`src/corr_pkg.sv`:
```
// four lines and the 30-byte packet layout are fixed together; res_bits must stay 16.
package corr_pkg;

	localparam int num_inputs = 4; // packet layout depends on this.
	localparam int num_pairs = 6;
	localparam int res_bits = 16;
	localparam int win_bits = 16; // window length register width.

	// cross pairs are numbered (0,1), (0,2), (0,3), (1,2), (1,3), (2,3).
	localparam int pair_lo [num_pairs] = '{0, 0, 0, 1, 1, 2};
	localparam int pair_hi [num_pairs] = '{1, 2, 3, 2, 3, 3};

	// command opcodes, first byte of a two-byte command.
	typedef enum logic [7:0] {
		op_nop        = 8'h00,
		op_set_window = 8'h01,
		op_set_invert = 8'h02,
		op_start      = 8'h03
	} opcode_t;

	// packet is header, 28 payload bytes high byte first, then xor of the payload.
	// payload field order is counts 0..3, autos 0..3, crosses 0..5.
	localparam logic [7:0] pkt_header = 8'hA5;
	localparam int pkt_bytes = 30;

endpackage

```
`src/frame_if.sv`:
```
// one result frame at a time; data must not change while frame_valid waits for frame_taken.
`timescale 1ns/10ps

interface frame_if import corr_pkg::*; ();

	logic frame_valid; // held until frame_taken.
	logic frame_taken; // one cycle, after the last packet byte.
	logic [num_inputs-1:0][res_bits-1:0] counts;
	logic [num_inputs-1:0][res_bits-1:0] autos; // lag 1.
	logic [num_pairs-1:0][res_bits-1:0] crosses; // lag 0, pair order from the package.

	modport producer (
		output frame_valid,
		output counts,
		output autos,
		output crosses,
		input  frame_taken
	);

	modport consumer (
		input  frame_valid,
		input  counts,
		input  autos,
		input  crosses,
		output frame_taken
	);

endinterface

```
`src/cmd_decoder.sv`:
```
// commands are opcode then argument; a command takes effect on its argument byte, no back-pressure.
`timescale 1ns/10ps

module cmd_decoder import corr_pkg::*; #(
	parameter int window_unit = 16
) (
	input  logic                  intclk,
	input  logic                  rst_n,
	input  logic                  cmd_valid,
	input  logic [7:0]            cmd_data,
	output logic [win_bits-1:0]   window,
	output logic [num_inputs-1:0] invert,
	output logic                  start
);

	typedef enum logic {
		st_opcode,
		st_arg
	} state_t;

	state_t state;
	opcode_t op_q;
	logic arg_byte;

	assign arg_byte = cmd_valid && (state == st_arg);

	// opcode is just held until its argument comes in.
	always_ff @(posedge intclk) begin
		if (cmd_valid && state == st_opcode) begin
			op_q <= opcode_t'(cmd_data);
		end
	end

	always_ff @(posedge intclk) begin
		if (!rst_n) begin
			state <= st_opcode;
			window <= win_bits'(window_unit);
			invert <= '0;
			start <= 1'b0;
		end else begin
			start <= 1'b0; // single cycle pulse.
			if (cmd_valid) begin
				state <= (state == st_opcode) ? st_arg : st_opcode;
			end
			if (arg_byte) begin
				case (op_q)
					op_set_window: begin
						if (cmd_data != 8'h00) begin // zero keeps the old length.
							window <= win_bits'(cmd_data * window_unit);
						end
					end
					op_set_invert: begin
						invert <= cmd_data[num_inputs-1:0];
					end
					op_start: begin
						start <= 1'b1;
					end
					default: begin
						// nop and unknown codes.
					end
				endcase
			end
		end
	end

endmodule

```
`src/corr_top.sv`:
```
// single clock domain; line_in is taken as already synchronous to intclk.
`timescale 1ns/10ps

module corr_top import corr_pkg::*; #(
	parameter int window_unit = 16,
	parameter int max_credits = 4
) (
	input  logic                  intclk,
	input  logic                  rst_n,
	input  logic [num_inputs-1:0] line_in,
	input  logic                  cmd_valid,
	input  logic [7:0]            cmd_data,
	output logic                  out_valid,
	output logic [7:0]            out_data,
	input  logic                  credit_return
);

	logic [win_bits-1:0] window;
	logic [num_inputs-1:0] invert;
	logic start;

	frame_if i_frm ();

	cmd_decoder #(
		.window_unit(window_unit)
	) i_cmd_decoder (
		.intclk   (intclk),
		.rst_n    (rst_n),
		.cmd_valid(cmd_valid),
		.cmd_data (cmd_data),
		.window   (window),
		.invert   (invert),
		.start    (start)
	);

	correlator i_correlator (
		.intclk (intclk),
		.rst_n  (rst_n),
		.line_in(line_in),
		.window (window),
		.invert (invert),
		.start  (start),
		.frm    (i_frm.producer)
	);

	packetizer #(
		.max_credits(max_credits)
	) i_packetizer (
		.intclk       (intclk),
		.rst_n        (rst_n),
		.frm          (i_frm.consumer),
		.out_valid    (out_valid),
		.out_data     (out_data),
		.credit_return(credit_return)
	);

endmodule

```
`src/correlator.sv`:
```
// starts are dropped unless idle; a window of W cycles takes W samples, counters cannot wrap.
`timescale 1ns/10ps

module correlator import corr_pkg::*; (
	input  logic                  intclk,
	input  logic                  rst_n,
	input  logic [num_inputs-1:0] line_in,
	input  logic [win_bits-1:0]   window,
	input  logic [num_inputs-1:0] invert,
	input  logic                  start,
	frame_if.producer             frm
);

	typedef enum logic [1:0] {
		st_idle,
		st_run,
		st_hold
	} state_t;

	state_t state;
	logic [win_bits-1:0] remain; // samples still to take.
	logic [num_inputs-1:0] smp;
	logic [num_inputs-1:0] prev;
	logic clear;
	logic accum;

	assign smp = line_in ^ invert; // mask applies to the current sample only.
	assign clear = (state == st_idle) && start;
	assign accum = (state == st_run) && (remain != '0);

	always_ff @(posedge intclk) begin
		if (!rst_n) begin
			state <= st_idle;
			remain <= '0;
			frm.frame_valid <= 1'b0;
		end else begin
			case (state)
				st_idle: begin
					if (start) begin
						state <= st_run;
						remain <= window;
					end
				end
				st_run: begin
					if (remain != '0) begin
						remain <= remain - 1'b1;
					end else begin
						// last sample went in on the previous edge.
						state <= st_hold;
						frm.frame_valid <= 1'b1;
					end
				end
				st_hold: begin
					if (frm.frame_taken) begin
						state <= st_idle;
						frm.frame_valid <= 1'b0;
					end
				end
				default: begin
					state <= st_idle;
				end
			endcase
		end
	end

	// accumulators double as the frame data, frozen outside run.
	always_ff @(posedge intclk) begin
		if (clear) begin
			prev <= '0; // first sample has no lag 1 partner.
			frm.counts <= '0;
			frm.autos <= '0;
			frm.crosses <= '0;
		end else if (accum) begin
			prev <= smp;
			for (int i = 0; i < num_inputs; i++) begin
				frm.counts[i] <= frm.counts[i] + res_bits'(smp[i]);
				frm.autos[i] <= frm.autos[i] + res_bits'(smp[i] & prev[i]);
			end
			for (int p = 0; p < num_pairs; p++) begin
				frm.crosses[p] <= frm.crosses[p]
					+ res_bits'(smp[pair_lo[p]] & smp[pair_hi[p]]);
			end
		end
	end

endmodule

```
`src/packetizer.sv`:
```
// each out_valid cycle uses a credit, each credit_return cycle gives one back; no over-return check.
`timescale 1ns/10ps

module packetizer import corr_pkg::*; #(
	parameter int max_credits = 4
) (
	input  logic       intclk,
	input  logic       rst_n,
	frame_if.consumer  frm,
	output logic       out_valid,
	output logic [7:0] out_data,
	input  logic       credit_return
);

	localparam int cred_bits = $clog2(max_credits + 2);
	localparam int idx_bits = $clog2(pkt_bytes + 1);
	localparam int num_fields = 2 * num_inputs + num_pairs;

	logic [cred_bits-1:0] credits;
	logic [cred_bits-1:0] credits_next;
	logic [idx_bits-1:0] idx; // next byte to send, pkt_bytes once done.
	logic [idx_bits-1:0] pay_idx;
	logic [num_fields-1:0][res_bits-1:0] fields;
	logic [res_bits-1:0] field;
	logic [7:0] pay_byte;
	logic [7:0] next_byte;
	logic [7:0] csum;
	logic emit;

	// credits left once this cycle's byte and return are counted.
	assign credits_next = credits - cred_bits'(out_valid) + cred_bits'(credit_return);
	assign emit = frm.frame_valid && (idx < idx_bits'(pkt_bytes)) && (credits_next != '0);

	assign fields = {frm.crosses, frm.autos, frm.counts}; // counts end up at index 0.
	assign pay_idx = idx - 1'b1;
	assign field = fields[pay_idx[idx_bits-1:1]];
	assign pay_byte = pay_idx[0] ? field[7:0] : field[res_bits-1 -: 8]; // high byte first.

	always_comb begin
		if (idx == '0) begin
			next_byte = pkt_header;
		end else if (idx == idx_bits'(pkt_bytes - 1)) begin
			next_byte = csum;
		end else begin
			next_byte = pay_byte;
		end
	end

	always_ff @(posedge intclk) begin
		if (!rst_n) begin
			credits <= cred_bits'(max_credits);
			idx <= '0;
			out_valid <= 1'b0;
			frm.frame_taken <= 1'b0;
		end else begin
			credits <= credits_next;
			out_valid <= emit;
			// one cycle after the last byte was on the port.
			frm.frame_taken <= (idx == idx_bits'(pkt_bytes)) && !frm.frame_taken;
			if (frm.frame_taken) begin
				idx <= '0;
			end else if (emit) begin
				idx <= idx + 1'b1;
			end
		end
	end

	always_ff @(posedge intclk) begin
		if (emit) begin
			out_data <= next_byte;
			if (idx == '0) begin
				csum <= '0;
			end else if (idx < idx_bits'(pkt_bytes - 1)) begin
				csum <= csum ^ pay_byte; // running xor of payload.
			end
		end
	end

endmodule

```
`config.mk`:
```
export PLATFORM = sky130hd
export DESIGN_NAME = corr_top
export DESIGN_NICKNAME = d
export VERILOG_FILES = /design/src/corr_pkg.sv /design/src/frame_if.sv /design/src/cmd_decoder.sv /design/src/corr_top.sv /design/src/correlator.sv /design/src/packetizer.sv
export SDC_FILE = /design/constraint.sdc
export NUM_CORES = 1
export LEC_CHECK = 0
export BUFFER_PORTS_ARGS = -buffer_cell sky130_fd_sc_hd__buf_2
export CAP_MARGIN = 20
export CORE_ASPECT_RATIO = 1.25
export CORE_MARGIN = 2
export CORE_UTILIZATION = 42
export CTS_CLUSTER_DIAMETER = 60
export CTS_CLUSTER_SIZE = 25
export DETAILED_ROUTE_END_ITERATION = 7
export PLACE_DENSITY = 0.68
export SETUP_SLACK_MARGIN = 0.4
export SYNTH_ARGS = -nofsm -noshare
export SYNTH_HDL_FRONTEND = slang
export SYNTH_HIERARCHICAL = 1
export SYNTH_SLANG_ARGS = --single-unit
```
`constraint.sdc`:
```
create_clock -name intclk -period 4.1 [get_ports intclk]
set_clock_uncertainty 0.15 [all_clocks]
set_input_delay 0.82 -clock intclk [delete_from_list [all_inputs] [get_ports intclk]]
set_output_delay 0.82 -clock intclk [all_outputs]
set_load 0.01 [all_outputs]
```
==> impl_metrics.toml <==
[route]
wirelength_mm = 47.79
dr.pass1.iters = 6
route.vias.total = 14550
avgViaCountPerCell = 6.225
drtIter0Drc = 1400
drcViolationCount = 0
detail_route.wl_per_cell_microns = 20.45
ant_nets = 0

[clock_tree]
cts-root-buf = "clkbuf_16"
htreeDepth = 1
cts_buffers = 26
cts_buffer_depth = 3
clk_latency_ns = 0.57
clk_pin_slew_worst_paths_ns = 0.08
hold_buffers = 0
cts.sinks = 295
cts_tree = "done"
post-cts-setup-buffers = 0
cts-resized-gates = 0

[pwr]
clkPwrFrac_pct = 45.3
p_sw_share_pct = 25.78
combPwrFrac_pct = 4.2
p_leak_nw = 6.717
p_int_w = 0.004492
ir_drop_mv = 0.3464
switchingPower_w = 0.001560
p_per_area_nw_per_um2 = 336.3
pwr-share-seq_pct = 50.5

[setup_path]
critPathLaunch = "i_packetizer/idx[1]$_SDFFE_PP0P_"
reg2reg_depth = 7
critical_path_peak_fanout = 37
critPathRequiredTime_ns = 4.24
crit_end = "i_packetizer/out_data[5]$_SDFFCE_PN1P_"
path_delay_family = "compound AO/OA/AOI/OAI gates"
crit_cells = 7
cpPeakStageDelay_ns = 0.75
endpoint_kind = "flop"
r2r_end = "i_packetizer/out_data[5]$_SDFFCE_PN1P_"
cpMaxStageDelayCell = "ha_4"
worstPathArrival_ns = 3.36
worst-path-buf-inv = 1
path_cells = "inv_1 -> ha_4 -> mux4_2 -> o32ai_1 -> a31o_1 -> or3_1 -> o21ai_1"
r2r-start = "i_packetizer/idx[1]$_SDFFE_PP0P_"
rrSetupSlack_ns = 0.88
cp-start-kind = "flop"
path_class = "flop to flop"

[outcome]
status = "complete, no violations"

[sta]
grt_setup_unrepaired = "false"
tns_ns = 0
fin_crit_sh_pct = 78.58
max_slew.worst_pin.slew_ns = 0.8931
finalCriticalPeriod_ns = 3.222
finalSetupViolations = 0
relSlewSlack_pct = 40.32
fmaxAchievable_mhz = 310.4
hold_viol = 0
maxSlewViolCount = 0

[cells_and_area]
multi_input_area_sq_um = 9661
drive_above_1_share_pct = 10.60
final_nets = 1871
finalNonFillerCells = 2337
syn_to_final_growth_pct = 9.128
diodes = 0
seqCellArea_sq_um = 6146
num-fill-cells = 3713
fin_util_pct = 46.24

[synthesis]
synth_edf_count = 24
netlist_area_sq_um = 16490
synth_top_cell_by_area = "dfxtp_1"
synth_most_common_cell = "dfxtp_1"
synth-seq-cells = 295
syn_inst = 1849
synth_cell_types = 92
async_reset_ff_share_pct = 0
yosysWarnings = 6
synth_top_area_share_pct = 32.90
synthTopCellsByArea = "dfxtp_1 33%, mux4_2 5.5%, nand2_1 4.8%, mux2i_1 4.7%, a21oi_1 4.4%"
synth_commonest_cells = "271 x dfxtp_1, 212 x nand2_1, 151 x nor2_1"
ys.flop_type = "dfxtp_1"
seq_area_frac_synth_pct = 37.27
syn_area_per_cell_sq_um = 8.918

[placement]
portBuffers = 24
place_inst = 2289
gp_congestion = 0.9152
place_hpwl_mm = 33.22

[global_route]
track_usage_pct = 23.24
antenna_found_initial = 1
grt_pass1_vias = 13920
overflow = 0
grt_max_degree = 81
grt_pass1_wl_mm = 76.33

[die]
die_h_microns = 225.5
core_sq_um = 38920
rows = 81
initial_core_util_pct = 42.37
io_pins = 25
die_area_sq_um = 40870
die_w_microns = 181.2

[worst_hold_path]
hold_path.class = "primary input to flop"

[run]
cap_violations = 0
## power groups by stage
| stage | Sequential (W) | Clock, W | Combinational, W |
|---|---|---|---|
| after global routing | 0.00307 | 0.00289 | 0.000289 |
| final | 0.00306 | 0.00274 | 0.000253 |
| after detailed placement | 0.00312 | 0 | 0.000250 |
| after CTS | 0.00306 | 0.00279 | 0.000251 |
| after floorplan | 0.00309 | 0 | 0.000193 |
| after global placement | 0.00312 | 0 | 0.000240 |
## cell usage in the layout (no fill, tap or decap), types with 19 or more instances in the layout
cell,n
edfxtp_1,24
nor2_1,150
ha_1,34
nand4_1,56
o211ai_1,23
a21oi_1,144
dfxtp_1,271
and3_1,20
buf_4,31
a2111oi_0,20
o2111ai_1,19
a211oi_1,25
xnor2_1,68
nand3_1,66
nand2b_1,21
mux4_2,40
xor2_1,35
and4_1,21
inv_1,41
clkbuf_16,27
buf_2,24
o21ai_0,40
mux2i_1,77
nand2_1,212
or3_1,21
or4_1,42
o31ai_1,46
## final cells by class
cell class	count	share of cell area, %
inverter	42	0.8761
clock buffer	27	3.755
clock inverter	21	1.551
multi-input combinational	1394	53.69
timing repair buffer	60	2.517
tap	498	3.463
sequential	295	34.15
## per-stage QoR
step | hold slack (ns) | area (sq um) | power (W) | setup WS (ns)
after floorplan | 0.2781 | 16520 | 0.003287 | 0.6872
after global placement | 0.3024 | 17040 | 0.003361 | 0.8953
after detailed placement | 0.3164 | 17040 | 0.003374 | 0.8907
after CTS | 0.3014 | 17990 | 0.006096 | 0.9255
after global routing | 0.3199 | 17990 | 0.006250 | 0.6979
final | 0.3161 | 17990 | 0.006052 | 0.8784
## cells by family after synthesis
group / Yosys count / synth area share, %
flops: 295 / 37.27
compound gates: 416 / 16.70
xor+xnor: 104 / 5.569
simple gates: 703 / 22.09
fa+ha+maj: 36 / 2.777
buf+inv: 167 / 4.750
other cells: 1 / 0.02274
mux: 127 / 10.82
## state kept, by name (all words and copies together), names as in the netlist
register / flops
i_packetizer/credits: 3
i_correlator/prev: 4
i_packetizer/idx: 5
i_cmd_decoder/state: 1
i_packetizer/out_valid: 1
i_correlator/frm.frame_valid: 1
i_packetizer/csum: 8
i_correlator/frm.crosses: 96
i_cmd_decoder/invert: 4
i_correlator/remain: 16
i_packetizer/out_data: 8
i_cmd_decoder/window: 8
i_correlator/frm.autos: 64
i_packetizer/frm.frame_taken: 1
i_cmd_decoder/start: 1
i_cmd_decoder/op_q: 8
i_correlator/frm.counts: 64
i_correlator/state: 2
## routing by layer
layer	global-route usage [%]	vias to the layer above	wire, microns
li1	-	6799	-
met1	28.38	7060	18960
met2	40.43	553	23390
met3	2.990	135	3334
met4	11.38	0	2109
met5	0	-	0
## how the worst min path moves through the flow
stage / from / endpoint / slack [ns] / depth (start not counted)
floorplan: i_correlator/frm.autos[63]$_SDFFE_PP0P_ / i_correlator/frm.autos[63]$_SDFFE_PP0P_ / 0.28 / 1
global placement: i_correlator/frm.counts[15]$_SDFFE_PP0P_ / i_correlator/frm.counts[15]$_SDFFE_PP0P_ / 0.30 / 2
detailed placement: i_cmd_decoder/window[7]$_SDFFE_PN0P_ / i_cmd_decoder/window[7]$_SDFFE_PN0P_ / 0.32 / 2
CTS: cmd_data[5] / i_cmd_decoder/op_q[5]$_DFFE_PP_ / 0.30 / 1
global route: cmd_data[5] / i_cmd_decoder/op_q[5]$_DFFE_PP_ / 0.32 / 1
finish: cmd_data[5] / i_cmd_decoder/op_q[5]$_DFFE_PP_ / 0.32 / 1
Note: power is estimated with default switching activity, not from simulation.
